`src/common/uart_defines.svh`:
```
`ifndef UART_DEFINES_SVH
`define UART_DEFINES_SVH

// Width of the AXI4-Lite address bus.
// Only the low nibble is decoded.
`define UART_ADDR_W 4

// Width of the AXI4-Lite data bus.
`define UART_DATA_W 32

// Word offsets of the three registers.
// CTRL holds the configuration, STATUS the flags, RXDATA the character.
`define UART_CTRL_OFS   4'h0
`define UART_STATUS_OFS 4'h4
`define UART_RXDATA_OFS 4'h8

// Bit positions inside the STATUS word.
// Writing 1 to the error bit clears the sticky error.
`define UART_ST_BUSY  0
`define UART_ST_ERR   1
`define UART_ST_VALID 2

`endif

```
`src/common/uart_pkg.sv`:
```
`default_nettype none

package uart_pkg;

  // States of the receive FSM.
  // One frame walks through them in this order, PARITY only when enabled.
  typedef enum logic [2:0] {
    IDLE,
    START,
    DATA,
    PARITY,
    STOP
  } rx_state_e;

  // Field view of the CTRL word.
  // The first member sits at the top of the word.
  // One bit lasts div+1 clock cycles.
  // Codes 0 to 3 in bits_code select 5 to 8 data bits.
  typedef struct packed {
    logic [11:0] rsvd;
    logic [1:0]  bits_code;
    logic        parity_en;
    logic        en;
    logic [15:0] div;
  } uart_cfg_t;

  // The CTRL word as the bus sees it and as the receiver sees it.
  typedef union packed {
    logic [31:0] raw;
    uart_cfg_t   cfg;
  } uart_ctrl_u;

endpackage

`default_nettype wire

```
`src/hw/uart_axil_regs.sv`:
```
`default_nettype none
`timescale 1ns/100ps

`include "uart_defines.svh"

module uart_axil_regs import uart_pkg::*; (
  input  wire logic                    clk_i,
  input  wire logic                    rstn_i,
  input  wire logic [`UART_ADDR_W-1:0] awaddr_i,
  input  wire logic                    awvalid_i,
  output logic                         awready_o,
  input  wire logic [`UART_DATA_W-1:0] wdata_i,
  input  wire logic                    wvalid_i,
  output logic                         wready_o,
  output logic                         bvalid_o,
  input  wire logic                    bready_i,
  output logic [1:0]                   bresp_o,
  input  wire logic [`UART_ADDR_W-1:0] araddr_i,
  input  wire logic                    arvalid_i,
  output logic                         arready_o,
  output logic                         rvalid_o,
  input  wire logic                    rready_i,
  output logic [`UART_DATA_W-1:0]      rdata_o,
  output logic [1:0]                   rresp_o,
  output uart_cfg_t                    cfg_o,
  output logic                         rd_pop_o,
  output logic                         err_clr_o,
  input  wire logic                    busy_i,
  input  wire logic                    rx_valid_i,
  input  wire logic                    err_i,
  input  wire logic [7:0]              rx_data_i
);

  uart_ctrl_u             ctrl_q;
  logic                   wr_fire;
  logic                   rd_fire;
  logic [`UART_DATA_W-1:0] rd_word;

  // A pending response blocks the next request on the same channel.
  assign awready_o = ~bvalid_o;
  assign wready_o  = ~bvalid_o;
  assign arready_o = ~rvalid_o;

  // Address and data must arrive together, there is no buffering of either.
  assign wr_fire = awvalid_i & wvalid_i & awready_o & wready_o;
  assign rd_fire = arvalid_i & arready_o;

  // Every access completes with OKAY.
  assign bresp_o = 2'b00;
  assign rresp_o = 2'b00;

  // Both side effects last exactly the cycle in which the request is taken.
  assign rd_pop_o  = rd_fire & (araddr_i == `UART_RXDATA_OFS);
  assign err_clr_o = wr_fire & (awaddr_i == `UART_STATUS_OFS) & wdata_i[`UART_ST_ERR];

  // The receiver only ever sees the decoded fields of CTRL.
  assign cfg_o = ctrl_q.cfg;

  // Read multiplexer.
  // An unmapped offset reads as zero.
  always_comb begin
    rd_word = '0;
    case (araddr_i)
      `UART_CTRL_OFS: rd_word = ctrl_q.raw;
      `UART_STATUS_OFS: begin
        rd_word[`UART_ST_BUSY]  = busy_i;
        rd_word[`UART_ST_ERR]   = err_i;
        rd_word[`UART_ST_VALID] = rx_valid_i;
      end
      `UART_RXDATA_OFS: rd_word = {{(`UART_DATA_W-8){1'b0}}, rx_data_i};
      default: rd_word = '0;
    endcase
  end

  // Write channel.
  // CTRL is stored whole, reserved bits included, so it reads back as written.
  always_ff @(posedge clk_i or negedge rstn_i) begin
    if (!rstn_i) begin
      ctrl_q.raw <= '0;
      bvalid_o   <= 1'b0;
    end else begin
      if (wr_fire) begin
        bvalid_o <= 1'b1;
        if (awaddr_i == `UART_CTRL_OFS) begin
          ctrl_q.raw <= wdata_i;
        end
      end else if (bready_i) begin
        bvalid_o <= 1'b0;
      end
    end
  end

  // Read channel valid flag.
  always_ff @(posedge clk_i or negedge rstn_i) begin
    if (!rstn_i) begin
      rvalid_o <= 1'b0;
    end else if (rd_fire) begin
      rvalid_o <= 1'b1;
    end else if (rready_i) begin
      rvalid_o <= 1'b0;
    end
  end

  // Read data is captured once and then held while the master stalls.
  always_ff @(posedge clk_i) begin
    if (rd_fire) begin
      rdata_o <= rd_word;
    end
  end

endmodule

`default_nettype wire

```
`src/uart_rx/uart_rx_fsm.sv`:
```
`default_nettype none
`timescale 1ns/100ps

module uart_rx_fsm import uart_pkg::*; (
  input  wire logic      clk_i,
  input  wire logic      rstn_i,
  input  wire uart_cfg_t cfg_i,
  input  wire logic      rx_fall_i,
  input  wire logic      rx_sync_i,
  input  wire logic      bit_tick_i,
  input  wire logic      last_bit_i,
  output logic           timer_run_o,
  output logic           half_bit_o,
  output logic           shift_en_o,
  output logic           sample_parity_o,
  output logic           sample_stop_o,
  output logic           commit_o,
  output logic           busy_o
);

  rx_state_e state_q;
  rx_state_e state_d;

  // The timer runs for the whole frame.
  // Only the start bit uses the half period, so later samples land mid-bit.
  assign timer_run_o = (state_q != IDLE);
  assign half_bit_o  = (state_q == START);
  assign busy_o      = (state_q != IDLE);

  // Each strobe is one bit tick qualified by the bit it belongs to.
  assign shift_en_o      = bit_tick_i & (state_q == DATA);
  assign sample_parity_o = bit_tick_i & (state_q == PARITY);
  assign sample_stop_o   = bit_tick_i & (state_q == STOP);

  // The character is handed over on the stop bit tick, good stop bit or not.
  assign commit_o = bit_tick_i & (state_q == STOP);

  // Next state logic.
  always_comb begin
    state_d = state_q;
    case (state_q)
      IDLE: begin
        if (rx_fall_i) begin
          state_d = START;
        end
      end
      START: begin
        // A line that is high again at mid-bit was only a glitch.
        if (bit_tick_i) begin
          state_d = rx_sync_i ? IDLE : DATA;
        end
      end
      DATA: begin
        if (bit_tick_i && last_bit_i) begin
          state_d = cfg_i.parity_en ? PARITY : STOP;
        end
      end
      PARITY: begin
        if (bit_tick_i) begin
          state_d = STOP;
        end
      end
      STOP: begin
        if (bit_tick_i) begin
          state_d = IDLE;
        end
      end
      default: state_d = IDLE;
    endcase
  end

  // State register.
  // Disabling the receiver abandons any frame in progress.
  always_ff @(posedge clk_i or negedge rstn_i) begin
    if (!rstn_i) begin
      state_q <= IDLE;
    end else if (!cfg_i.en) begin
      state_q <= IDLE;
    end else begin
      state_q <= state_d;
    end
  end

endmodule

`default_nettype wire

```
`src/uart_rx/uart_baud_timer.sv`:
```
`default_nettype none
`timescale 1ns/100ps

module uart_baud_timer (
  input  wire logic        clk_i,
  input  wire logic        rstn_i,
  input  wire logic [15:0] div_i,
  input  wire logic        run_i,
  input  wire logic        half_i,
  output logic             tick_o
);

  logic [15:0] cnt_q;
  logic [15:0] target;

  // Half a bit for the start bit, a full bit for the rest.
  assign target = half_i ? {1'b0, div_i[15:1]} : div_i;

  // The tick is registered together with the reload.
  // So the first tick comes div/2+1 cycles after run rises, later ones div+1 apart.
  always_ff @(posedge clk_i or negedge rstn_i) begin
    if (!rstn_i) begin
      cnt_q  <= '0;
      tick_o <= 1'b0;
    end else if (!run_i) begin
      cnt_q  <= '0;
      tick_o <= 1'b0;
    end else if (cnt_q == target) begin
      cnt_q  <= '0;
      tick_o <= 1'b1;
    end else begin
      cnt_q  <= cnt_q + 16'd1;
      tick_o <= 1'b0;
    end
  end

endmodule

`default_nettype wire

```
`src/uart_rx/uart_rx_shifter.sv`:
```
`default_nettype none
`timescale 1ns/100ps

module uart_rx_shifter import uart_pkg::*; (
  input  wire logic      clk_i,
  input  wire logic      rstn_i,
  input  wire uart_cfg_t cfg_i,
  input  wire logic      rx_i,
  output logic           rx_sync_o,
  output logic           rx_fall_o,
  input  wire logic      shift_en_i,
  input  wire logic      sample_parity_i,
  input  wire logic      sample_stop_i,
  input  wire logic      commit_i,
  input  wire logic      pop_i,
  input  wire logic      err_clr_i,
  output logic           last_bit_o,
  output logic [7:0]     rx_data_o,
  output logic           rx_valid_o,
  output logic           err_o
);

  logic [2:0] sync_q;
  logic       prev_q;
  logic [2:0] bit_cnt_q;
  logic [7:0] shift_q;
  logic       par_q;
  logic       full;
  logic       set_err;

  // Three flops before the line is used; the idle level is high.
  assign rx_sync_o = sync_q[2];
  assign rx_fall_o = prev_q & ~sync_q[2];

  // Bit index 4+code is the last one, so codes 0 to 3 give 5 to 8 bits.
  assign last_bit_o = (bit_cnt_q == {1'b1, cfg_i.bits_code});

  // A pop in the commit cycle frees the holding register in time.
  assign full = rx_valid_o & ~pop_i;

  // Parity mismatch, low stop bit and overrun all land in one sticky flag.
  assign set_err = (sample_parity_i & (par_q != sync_q[2])) |
                   (sample_stop_i & ~sync_q[2]) |
                   (commit_i & full);

  always_ff @(posedge clk_i or negedge rstn_i) begin
    if (!rstn_i) begin
      sync_q     <= 3'b111;
      prev_q     <= 1'b1;
      bit_cnt_q  <= '0;
      rx_valid_o <= 1'b0;
      err_o      <= 1'b0;
    end else if (!cfg_i.en) begin
      sync_q     <= 3'b111;
      prev_q     <= 1'b1;
      bit_cnt_q  <= '0;
      rx_valid_o <= 1'b0;
      err_o      <= 1'b0;
    end else begin
      sync_q <= {sync_q[1:0], rx_i};
      prev_q <= sync_q[2];
      if (shift_en_i) begin
        bit_cnt_q <= last_bit_o ? 3'd0 : bit_cnt_q + 3'd1;
      end
      // On overrun the old character stays.
      if (commit_i && !full) begin
        rx_valid_o <= 1'b1;
      end else if (pop_i) begin
        rx_valid_o <= 1'b0;
      end
      // A new error wins over a clear in the same cycle.
      if (set_err) begin
        err_o <= 1'b1;
      end else if (err_clr_i) begin
        err_o <= 1'b0;
      end
    end
  end

  // Bits enter at the top, LSB first, and parity restarts with bit zero.
  always_ff @(posedge clk_i) begin
    if (shift_en_i) begin
      shift_q <= {sync_q[2], shift_q[7:1]};
      par_q   <= (bit_cnt_q == 3'd0) ? sync_q[2] : (par_q ^ sync_q[2]);
    end
    if (commit_i && !full) begin
      rx_data_o <= shift_q >> (2'd3 - cfg_i.bits_code);
    end
  end

endmodule

`default_nettype wire

```
`src/hw/uart_rx_top.sv`:
```
`default_nettype none
`timescale 1ns/100ps

`include "uart_defines.svh"

module uart_rx_top import uart_pkg::*; (
  input  wire logic                    clk_i,
  input  wire logic                    rstn_i,
  input  wire logic                    rx_i,
  input  wire logic [`UART_ADDR_W-1:0] awaddr_i,
  input  wire logic                    awvalid_i,
  output logic                         awready_o,
  input  wire logic [`UART_DATA_W-1:0] wdata_i,
  input  wire logic                    wvalid_i,
  output logic                         wready_o,
  output logic                         bvalid_o,
  input  wire logic                    bready_i,
  output logic [1:0]                   bresp_o,
  input  wire logic [`UART_ADDR_W-1:0] araddr_i,
  input  wire logic                    arvalid_i,
  output logic                         arready_o,
  output logic                         rvalid_o,
  input  wire logic                    rready_i,
  output logic [`UART_DATA_W-1:0]      rdata_o,
  output logic [1:0]                   rresp_o
);

  uart_cfg_t  cfg;
  logic       rd_pop, err_clr, busy, rx_valid, err;
  logic [7:0] rx_data;
  logic       timer_run, half_bit, bit_tick;
  logic       shift_en, sample_parity, sample_stop, commit;
  logic       rx_sync, rx_fall, last_bit;

  // Bus side, configuration and status.
  uart_axil_regs u_regs (
    .clk_i, .rstn_i, .awaddr_i, .awvalid_i, .awready_o, .wdata_i, .wvalid_i, .wready_o,
    .bvalid_o, .bready_i, .bresp_o, .araddr_i, .arvalid_i, .arready_o, .rvalid_o,
    .rready_i, .rdata_o, .rresp_o, .cfg_o(cfg), .rd_pop_o(rd_pop), .err_clr_o(err_clr),
    .busy_i(busy), .rx_valid_i(rx_valid), .err_i(err), .rx_data_i(rx_data)
  );

  // Frame sequencing.
  uart_rx_fsm u_fsm (
    .clk_i, .rstn_i, .cfg_i(cfg), .rx_fall_i(rx_fall), .rx_sync_i(rx_sync),
    .bit_tick_i(bit_tick), .last_bit_i(last_bit), .timer_run_o(timer_run),
    .half_bit_o(half_bit), .shift_en_o(shift_en), .sample_parity_o(sample_parity),
    .sample_stop_o(sample_stop), .commit_o(commit), .busy_o(busy)
  );

  uart_baud_timer u_timer (
    .clk_i, .rstn_i, .div_i(cfg.div), .run_i(timer_run), .half_i(half_bit),
    .tick_o(bit_tick)
  );

  // Serial datapath and holding register.
  uart_rx_shifter u_shifter (
    .clk_i, .rstn_i, .cfg_i(cfg), .rx_i, .rx_sync_o(rx_sync), .rx_fall_o(rx_fall),
    .shift_en_i(shift_en), .sample_parity_i(sample_parity), .sample_stop_i(sample_stop),
    .commit_i(commit), .pop_i(rd_pop), .err_clr_i(err_clr), .last_bit_o(last_bit),
    .rx_data_o(rx_data), .rx_valid_o(rx_valid), .err_o(err)
  );

endmodule

`default_nettype wire

```
`config.mk`:
```
export PLATFORM = sky130hd
export DESIGN_NAME = uart_rx_top
export DESIGN_NICKNAME = d
export VERILOG_FILES = /design/src/common/uart_pkg.sv /design/src/hw/uart_axil_regs.sv /design/src/uart_rx/uart_rx_fsm.sv /design/src/uart_rx/uart_baud_timer.sv /design/src/uart_rx/uart_rx_shifter.sv /design/src/hw/uart_rx_top.sv
export VERILOG_INCLUDE_DIRS = /design/src /design/src/common
export SDC_FILE = /design/constraint.sdc
export NUM_CORES = 1
export LEC_CHECK = 0
export CELL_PAD_IN_SITES_DETAIL_PLACEMENT = 2
export CELL_PAD_IN_SITES_GLOBAL_PLACEMENT = 2
export CORE_MARGIN = 1
export CORE_UTILIZATION = 42
export CTS_BUF_LIST = sky130_fd_sc_hd__clkbuf_8
export DETAILED_ROUTE_END_ITERATION = 6
export DONT_BUFFER_PORTS = 1
export PLACE_DENSITY = 0.84
export SLEW_MARGIN = 10
export SYNTH_ARGS = -nofsm -noshare
export SYNTH_HDL_FRONTEND = slang
export SYNTH_SLANG_ARGS = --single-unit
export TNS_END_PERCENT = 30
```
`constraint.sdc`:
```
create_clock -name clk_i -period 5.52 [get_ports clk_i]
set_input_delay 0.828 -clock clk_i [delete_from_list [all_inputs] [get_ports clk_i]]
set_output_delay 0.828 -clock clk_i [all_outputs]
set_load 0.05 [all_outputs]
```
==> results.md, run 1 <==
- The flow ran to the end, and the final reports show no timing, DRC or antenna violations.
- In this run, the combinational gates consume 11.1% of the power.
- On the final layout, the worst clock skew is 0.0153 ns.
- The worst path buffer plus inverter count is 0.
- The synthesized instance count is 457.
- The slowest stage of the critical path is the nor4_4 cell.
- The compound-gate portion of the synthesized area is 10.1%.
- By area, the combinational part of the netlist is dominated by simple AND/OR/NAND/NOR gates.
- In the finished design, the share of the clock period the worst path needs comes to 50.9%.
- After synthesis, flip-flops and latches occupy 57.1% of the total area.
- At the worst endpoint, the arrival time is 3.15 ns.
- The overflow left after global routing is 0.
- Buffers inserted during clock tree synthesis total 9.
- The standby leakage power is 2.23 nW.
- The data required time of the worst path is 5.86 ns.
- The non-filler instance count after layout is 620.
- The count of nets left with antenna violations once routing finished came out at 0.
- Leaving out fill and tap cells, the most frequent cell in the layout is dfrtp_1.
- The die covers 13200 µm².
- The post-synthesis mux area share is 9.01%.
- The number of global-route vias before repair is 3921.
- The number of standard-cell rows in the floorplan is 40.
- The antenna diode count is 0.
- The DRC violation count after routing is 0.
- After detailed routing, the average wire length per cell comes to 23.4 µm.
- The H-tree depth is 3.
- The clock passes through at most 2 buffers.
- The synthesized-area fraction occupied by and/or/nand/nor cells is 14.8%.
- Summed over all nets, the half-perimeter wirelength after detailed placement is 10500 µm.
- After clock tree synthesis, the repair step resized 0 gates.
- The number of enable flip-flop cells after synthesis is 49.
- The worst-case vdd ir drop is 0.000183 V.
- Clock-pin slew was measured on the worst setup and hold paths at 0.10 ns.
- The number of placed instances, taps included is 604.
- The area share of xor/xnor cells in the synthesized design is 3.93%.
- For this run, the detailed router's first-pass iteration total came to 4.
- Counting every sink on the clock net gives 112.
- In this run the mean area of a mapped cell was 11.7 µm².
- In the final layout, the share of cells above drive strength 1 is 11.9%.
- In this run switching power makes up 28.8% of total power.
- The clock tree root buffer cell is clkbuf_8.
- The mapped netlist covers 5350 µm².
- The type of the worst min-delay path is in2async.
- The number of pins with negative max-slew slack in the final report is 0.
- The worst-case hold slack is 0.107 ns.
- Entering global routing, the biggest net connects 64 pins.
- The total of max-cap violations is 0.
- The total core area is 12200 µm².
- In the layout the commonest cells are dfrtp_1 (59), edfxtp_1 (49), nand2_1 (38).
- The global-route met1 utilization is 28.4%.
- The overall power after layout is 1.88 mW.
- After synthesis, the share of flip-flops with an asynchronous set or reset is 56.3%.
- Static timing analysis puts the maximum clock frequency at 356 MHz.
- The analysis attributes to net switching a power of 541 µW.
- The final layout contains routed wiring with a total length of 14500 µm.
- By startpoint and endpoint, the worst setup path is classified as reg2reg.
- At the placement stage, the worst setup path has a slack of 2.45 ns.
- Along the worst path, the maximum fanout reaches 17.
- For this design, the CTS-stage hold fixing added 0 buffers.
- In the synthesized netlist the dominant register cell turns out to be dfrtp_1.
- The number of DRC violations after detailed-routing iteration 0 is 178.
- The number of antenna violations at the first check in global routing is 1.
- In this run the most used layer during global routing was met2.
- The clock latency on the worst-skew pair is 0.40 ns.
- The weighted congestion reported at the end of routability-driven placement is 0.831.
- The adder-cell share of the synthesized area is 0.702%.
- After routing, the total negative slack on setup checks comes to 0 ns.
- The sequential fraction of design power is 57.9%.
- The final standard cell utilization of the core is 46.8%.
- The die boundary width is 115 µm.
- For this configuration, the core starts out at a cell density of 43.8%.
- Yosys printed 0 warnings.
- The type of element capturing the critical path is a register.
- The TritonCTS clock tree is built.
- The final hold violation count is 0.
- The global router's overall resource usage is 23.8%.
- Traced cell by cell, the critical path runs through or3b_1, mux2i_1, o2111ai_1, nor4_4, and4_1.
- The count of buffers added on input and output ports is 0.
- The critical path launch point type is a register.
- The global-route met2 utilization is 41.3%.
- Setup violations remaining at the end of the flow were counted as 0.
- The internal power consumption is 1.34 mW.
- The worst max-slew margin expressed relative to the limit is 29.1%.
- After the last flow step, the layout net total stands at 498.
- The layout-stage area growth over the synthesis result is 6.81%.
- The instance area at placement is 5470 µm².
- Setup repair after global routing left no endpoint under its margin.
- The number of vias per cell is 5.81.
- In this run, the clock network consumes 31.0% of the power.
- Global routing used 5.80% of the available met3 tracks.
- For the pin with the worst max-slew slack, the measured transition is 1.05 ns.
- During I/O placement, the number of pins put on the boundary was 89.
- The delay of the slowest critical-path stage is 0.86 ns.
- After layout, the minimum clock period comes to 2.81 ns.
- After synthesis, the netlist uses 56 different library cells.
- The total setup buffers inserted after CTS is 0.
- The first global-routing pass estimated 23000 µm of wire.
- Setup slack closes at 2.71 ns.
- Summing over every cut layer, the via total after detailed routing is 3603.
- The height of the die is 115 µm.
- After routing the design area is 5710 µm².
- The total power per unit cell area is 329 nW/µm².
- The synthesized design contains 112 register bits.
- The cell family contributing the most delay on the critical path is simple AND/OR/NAND/NOR gates.
layer usage:
layer	vias to the layer above	routed length [µm]
met5	-	17
met4	2	400
met3	28	635
met2	108	7480
met1	1856	5970
li1	1609	-
synthesized netlist by cell type (4+ instances only):
| cell | count | area, µm² |
|---|---|---|
| buf_4 | 5 | 37.5 |
| xor2_1 | 9 | 78.8 |
| inv_1 | 24 | 90.1 |
| o21ai_0 | 17 | 85.1 |
| clkbuf_1 | 15 | 56.3 |
| mux2i_1 | 20 | 200 |
| xnor2_1 | 15 | 131 |
| nor3_1 | 8 | 40.0 |
| nor4_1 | 7 | 43.8 |
| edfxtp_1 | 49 | 1470 |
| a21boi_0 | 4 | 30.0 |
| a31oi_1 | 19 | 119 |
| buf_2 | 4 | 20.0 |
| nor2b_1 | 13 | 81.3 |
| and2_1 | 24 | 150 |
| mux2_2 | 23 | 259 |
| dfrtp_1 | 59 | 1480 |
| nor2_1 | 11 | 41.3 |
| a22o_1 | 5 | 43.8 |
| nand2_1 | 38 | 143 |
| dfstp_2 | 4 | 105 |
| nand2b_1 | 11 | 68.8 |
| a21oi_1 | 10 | 50.1 |
| nand3_1 | 17 | 85.1 |
sequential cells by signal, indices dropped and copies added (netlist names):
| name | flops |
|---|---|
| u_regs.cfg_o | 32 |
| u_regs.rdata_o | 32 |
| u_timer.cnt_q | 16 |
| u_shifter.rx_data_o | 8 |
| u_shifter.shift_q | 8 |
| u_fsm.state_q | 3 |
| u_shifter.bit_cnt_q | 3 |
| u_shifter.sync_q | 3 |
| u_regs.bvalid_o | 1 |
| u_regs.rvalid_o | 1 |
| u_shifter.err_o | 1 |
| u_shifter.par_q | 1 |
| u_shifter.prev_q | 1 |
| u_shifter.rx_valid_o | 1 |
| u_timer.tick_o | 1 |
area by class of cell:
type	instances	area [µm²]
fill	1263	6500
clock buffer	10	138
sequential	112	3050
timing repair buffer	3	22.5
inverter	24	90.1
multi-input combinational	297	2100
tap	168	210
clock inverter	6	101
path summary, 6_finish.rpt:
check	start	slack [ns]	endpoint	depth (start not counted)
min	rstn_i	0.11	u_regs.cfg_o[27]$_DFFE_PN0P_	0
min reg2reg	u_shifter.sync_q[1]$_DFF_PN1_	0.49	u_shifter.sync_q[2]$_DFF_PN1_	1
max in group asynchronous	rstn_i	5.18	u_shifter.prev_q$_DFF_PN1_	0
min in group clk_i	u_shifter.sync_q[1]$_DFF_PN1_	0.49	u_shifter.sync_q[2]$_DFF_PN1_	1
max	u_fsm.state_q[2]$_DFFE_PN0P_	2.71	u_timer.tick_o$_DFF_PN0_	5
max reg2reg	u_fsm.state_q[2]$_DFFE_PN0P_	2.71	u_timer.tick_o$_DFF_PN0_	5
power by group through the flow:
stage	clock (mW)	combinational (mW)	sequential, mW
detailed placement	0	0.207	1.11
floorplan	0	0.176	1.06
global route	0.622	0.228	1.10
global placement	0	0.190	1.10
CTS	0.596	0.210	1.09
finish	0.583	0.209	1.09
kinds of logic (layout without fill, tap and decap cells):
logic type	count (synthesis)	in the layout
other cells	1	4
simple gates	144	144
flops	112	112
xor+xnor	24	24
fa+ha+maj	3	3
mux	44	44
compound gates	78	78
buf+inv	51	43
(Power assumes the default switching activity.)
==> run 2: changes to the inputs <==
- ABC_AREA: not set -> 1
- CORE_UTILIZATION: 42 -> 40
- PLACE_DENSITY: 0.84 -> 0.87
- clock period: 5.52 -> 2.7 ns (I/O delays scaled with it)
==> run 2 against run 1 <==
Net effect:
- setup slack got worse by 2.3 ns
- count of clock-buffer cells in the layout did not move
- global-route usage fell by 0.45 points
- total power rose to 2.6 times the previous value
- clock skew fell by 0.0012 ns
- sequential power rose by 120%
- largest cell class unchanged
==> results.md, run 2 <==
- The number of DRC violations after detailed-routing iteration 0 is 181 (+1.7%).
- The worst setup path is captured at a register.
- The multi-input gate area in the final layout is 1900 µm² (-9.4%).
- The standard cell with the maximum stage delay on the critical path is dfrtp_1.
- The startpoint of the worst hold path is bready_i.
- The number of distinct library cell variants in the gate-level netlist after synthesis was 36 (-36%).
- The critical path launch point type is a register.
- The flow ran to the end, and the final reports show no timing, DRC or antenna violations.
- The worst path buffer plus inverter count was 1 (+1).
- The count of endpoints failing setup in the final report is 0 (unchanged).
- The worst-case hold slack is 0.0874 ns (-0.0195 ns).
- The overflow left after global routing was 0 (unchanged).
- The final period utilization came to 84.1% (+33 points).
- The clock latency on the worst-skew pair was 0.39 ns (about the same).
- The final standard cell utilization of the core is 45.0% (-1.8 points).
- The total net switching power is 2.00 mW (+270%).
- The sequential fraction of design power came to 47.8% (-10 points).
- The quantity of I/O buffers inserted on ports is 0 (unchanged).
- The area of the mapped netlist was 5360 µm² (+0.28%).
- The cell seen most often among critical-path stages is nand2_1.
- The filler cell count in the final layout is 1418 (+12%).
- The maximum number of pins on one net before global-route repair came to 64 (unchanged).
- The number of nets in the layout came to 650 (+31%).
- The most common cell in the synthesized netlist is nand2_1.
- The final hold violation count is 0 (unchanged).
- The number of global-route vias before repair is 4689 (+20%).
- The number of pins with negative max-slew slack in the final report is 0 (unchanged).
- TritonCTS built the clock tree.
- The data required time of the worst path is 2.96 ns (-2.90 ns).
- The detailed-routing iteration count for the pre-antenna-repair pass is 4 (unchanged).
- Setup repair after global routing left no endpoint under its margin.
- Leaving out fill and tap cells, the most frequent cells in the layout are nand2_1 (159), inv_1 (70), dfrtp_1 (59).
- The family with the most delay on the worst path is simple AND/OR/NAND/NOR gates.
- The number of synthesized register bits is 112 (unchanged).
- The share of synthesized flip-flops with an asynchronous set or reset is 56.3% (unchanged).
- The weighted congestion reported at the end of routability-driven placement came to 0.801 (-3.7%).
- The critical-path maximum fanout is 23 (+6).
- The mean area per synthesized cell is 9.00 µm² (-23%).
- The share of power burned in the clock network is 22.1% (-8.9 points).
- The maximum root-to-sink buffer count is 2 (unchanged).
- The share of the synthesized area in the top cell type is 27.5% (-0.077 points).
- The worst-case vdd ir drop is 0.000369 V (+100%).
- The DRC violation count after routing is 0 (unchanged).
- The worst register-to-register path begins at u_fsm.state_q[1]$_DFFE_PN0P_.
- The total of max-cap violations came to 0 (unchanged).
- The via count is 4101 (+14%).
- The height of the die is 118 µm (+2.6%).
- The number of standard-cell rows in the floorplan came to 41 (+2.5%).
- The total core area is 12800 µm² (+5.0%).
- The synthesis warning total is 0 (unchanged).
- The portion of total power attributed to combinational logic was 30.1% (+19 points).
- The type of the worst min-delay path is in2reg.
- In the post-synthesis netlist, the biggest area contributors are dfrtp_1 (28%), edfxtp_1 (27%), nand2_1 (11%).
- The arrival time reported for the critical path endpoint was 2.53 ns (-0.62 ns).
- The number of buffers added by the clock tree synthesis step is 9 (unchanged).
- The H-tree depth was 3 (unchanged).
- The standby leakage power came to 2.51 nW (+13%).
- The most common cell after layout, fill and taps aside is nand2_1.
- The internal power consumption is 2.91 mW (+120%).
- Tracing the worst setup path back leads to its startpoint at u_fsm.state_q[1]$_DFFE_PN0P_.
- By count the netlist is led by nand2_1 (159), inv_1 (71), dfrtp_1 (59).
- The detailed-route wire length is 15000 µm (+3.7%).
- The share of synthesized area occupied by flip-flops and latches is 56.9% (-0.16 points).
- The minimum period implied by the final worst setup slack was 2.27 ns (-0.538 ns).
- The total power per unit cell area is 851 nW/µm² (+160%).
- The share of cells above drive strength 1 is 9.44% (-2.5 points).
- The layout-stage area growth over the synthesis result is 7.56%.
- The final antenna-violating net count is 0 (unchanged).
- The global-route wire length before repair is 25200 µm (+9.7%).
- In the synthesized netlist the dominant register cell turns out to be dfrtp_1.
- The clock transition at the registers of the reported paths is 0.11 ns (about the same).
- The overall power after layout is 4.91 mW (+160%).
- By startpoint and endpoint, the worst setup path is classified as reg2reg.
- The transition time at the pin with the least slew margin is 1.17 ns (+0.124 ns).
- The effective utilization at floorplan is 41.8% (-2.0 points).
- The die boundary width was 118 µm (+2.6%).
- The antenna diode count is 0 (unchanged).
- The synthesized instance count is 596 (+30%).
- Walking the worst path, the cells encountered are inv_4, nand3_4, nand2_1, nand2_1, nand2_1, nand2_1, nor2_1, nand2_1, nor2_4, a21oi_1.
- The total I/O pin count was 89 (unchanged).
- The die footprint is 13900 µm² (+5.2%).
- The clock tree root buffer cell is clkbuf_8.
- The average detailed-routed wire length per instance is 19.4 µm (-17%).
- The clock skew after layout is 0.0141 ns (-0.00119 ns).
- The number of vias per cell is 5.28 (-9.1%).
- The worst max-slew margin expressed relative to the limit is 21.8% (-7.3 points).
- The switching portion of total power is 40.7% (+12 points).
- The delay of the slowest critical-path stage is 0.51 ns (-0.35 ns).
- The sequential standard cell area is 3050 µm² (unchanged).
- The placed wire-length estimate is 10700 µm (+1.5%).
- The dominant cell type by area after synthesis is dfrtp_1.
- The global router's overall resource usage was 23.4% (-0.45 points).
- The number of antenna violations at the first check in global routing is 0 (-1).
- The number of enable flip-flop cells after synthesis came to 49 (unchanged).
- The clock sink total was 112 (unchanged).
- The timing-limited maximum frequency was 440 MHz (+24%).
- The aggregate negative setup slack is 0 ns (unchanged).
[run 2: changes by cell type in the layout (fill, tap and decap cells not counted), sizes merged, moves of 24 or more]
| cell | delta |
|---|---|
| and2 | -24 |
| inv | +50 |
| nand2 | +124 |
| nand3 | +24 |
| nor2 | +44 |
| o21ai | +40 |
[run 2: timing repair]
item                       CTS  global route
setup endpoints to repair    0             0
resized for setup            0             0
setup buffers                0             0
hold buffers                 2             0
hold endpoints to repair    63             0
[run 2: power by group through the flow]
stage | Combinational [mW] | Clock [mW] | Sequential (mW)
after CTS | 1.51 | 1.12 | 2.35
final | 1.48 | 1.08 | 2.35
after floorplan | 1.13 | 0 | 2.29
after global routing | 1.68 | 1.18 | 2.38
after detailed placement | 1.46 | 0 | 2.38
after global placement | 1.33 | 0 | 2.36
[run 2: kinds of logic after synthesis]
kind of cell / share of synthesized area [%]
and+or+nand+nor: 21.9
DFF: 56.9
AOI/OAI and AO/OA: 10.8
buffers and inverters: 7.98
muxes: 1.31
adders and majority gates: 0.700
xor gates and xnor gates: 0.327
other: 0.0699
[run 2: final timing paths]
| path | endpoint | slack [ns] | cells after the start |
|---|---|---|---|
| setup / recovery | u_timer.cnt_q[1]$_DFF_PN0_ | 0.43 | 10 |
| min in group asynchronous | u_regs.cfg_o[24]$_DFFE_PN0P_ | 0.55 | 2 |
| max in group asynchronous | u_shifter.prev_q$_DFF_PN1_ | 1.82 | 2 |
| hold reg to reg | u_shifter.shift_q[1]$_DFFE_PP_ | 0.47 | 0 |
| hold / removal | u_regs.bvalid_o$_DFFE_PN0P_ | 0.09 | 1 |
| setup reg to reg | u_timer.cnt_q[1]$_DFF_PN0_ | 0.43 | 10 |
[run 2: metrics by stage]
stage	worst slack, ns	std cells	area [µm²]
floorplan	0.174	599	5380
global placement	0.593	758	5520
detailed placement	0.463	758	5520
CTS	0.407	776	5770
global route	0.189	776	5770
finish	0.430	776	5770
[run 2: layout make-up]
cell class                 count  area share, %
clock buffer                  10           2.39
clock inverter                 6           1.21
inverter                      73           4.86
multi-input combinational    391           32.9
sequential                   112           52.9
tap                          172           3.73
timing repair buffer          12           1.95
[run 2: per-layer routing]
| layer | track usage (%) | part of all wire, % | wire (µm) |
|---|---|---|---|
| met1 | 28.0 | 43 | 6410 |
| met2 | 42.5 | 53 | 7950 |
| met3 | 4.46 | 3.1 | 467 |
| met4 | 6.25 | 1.4 | 214 |
| met5 | 0 | 0 | 0 |
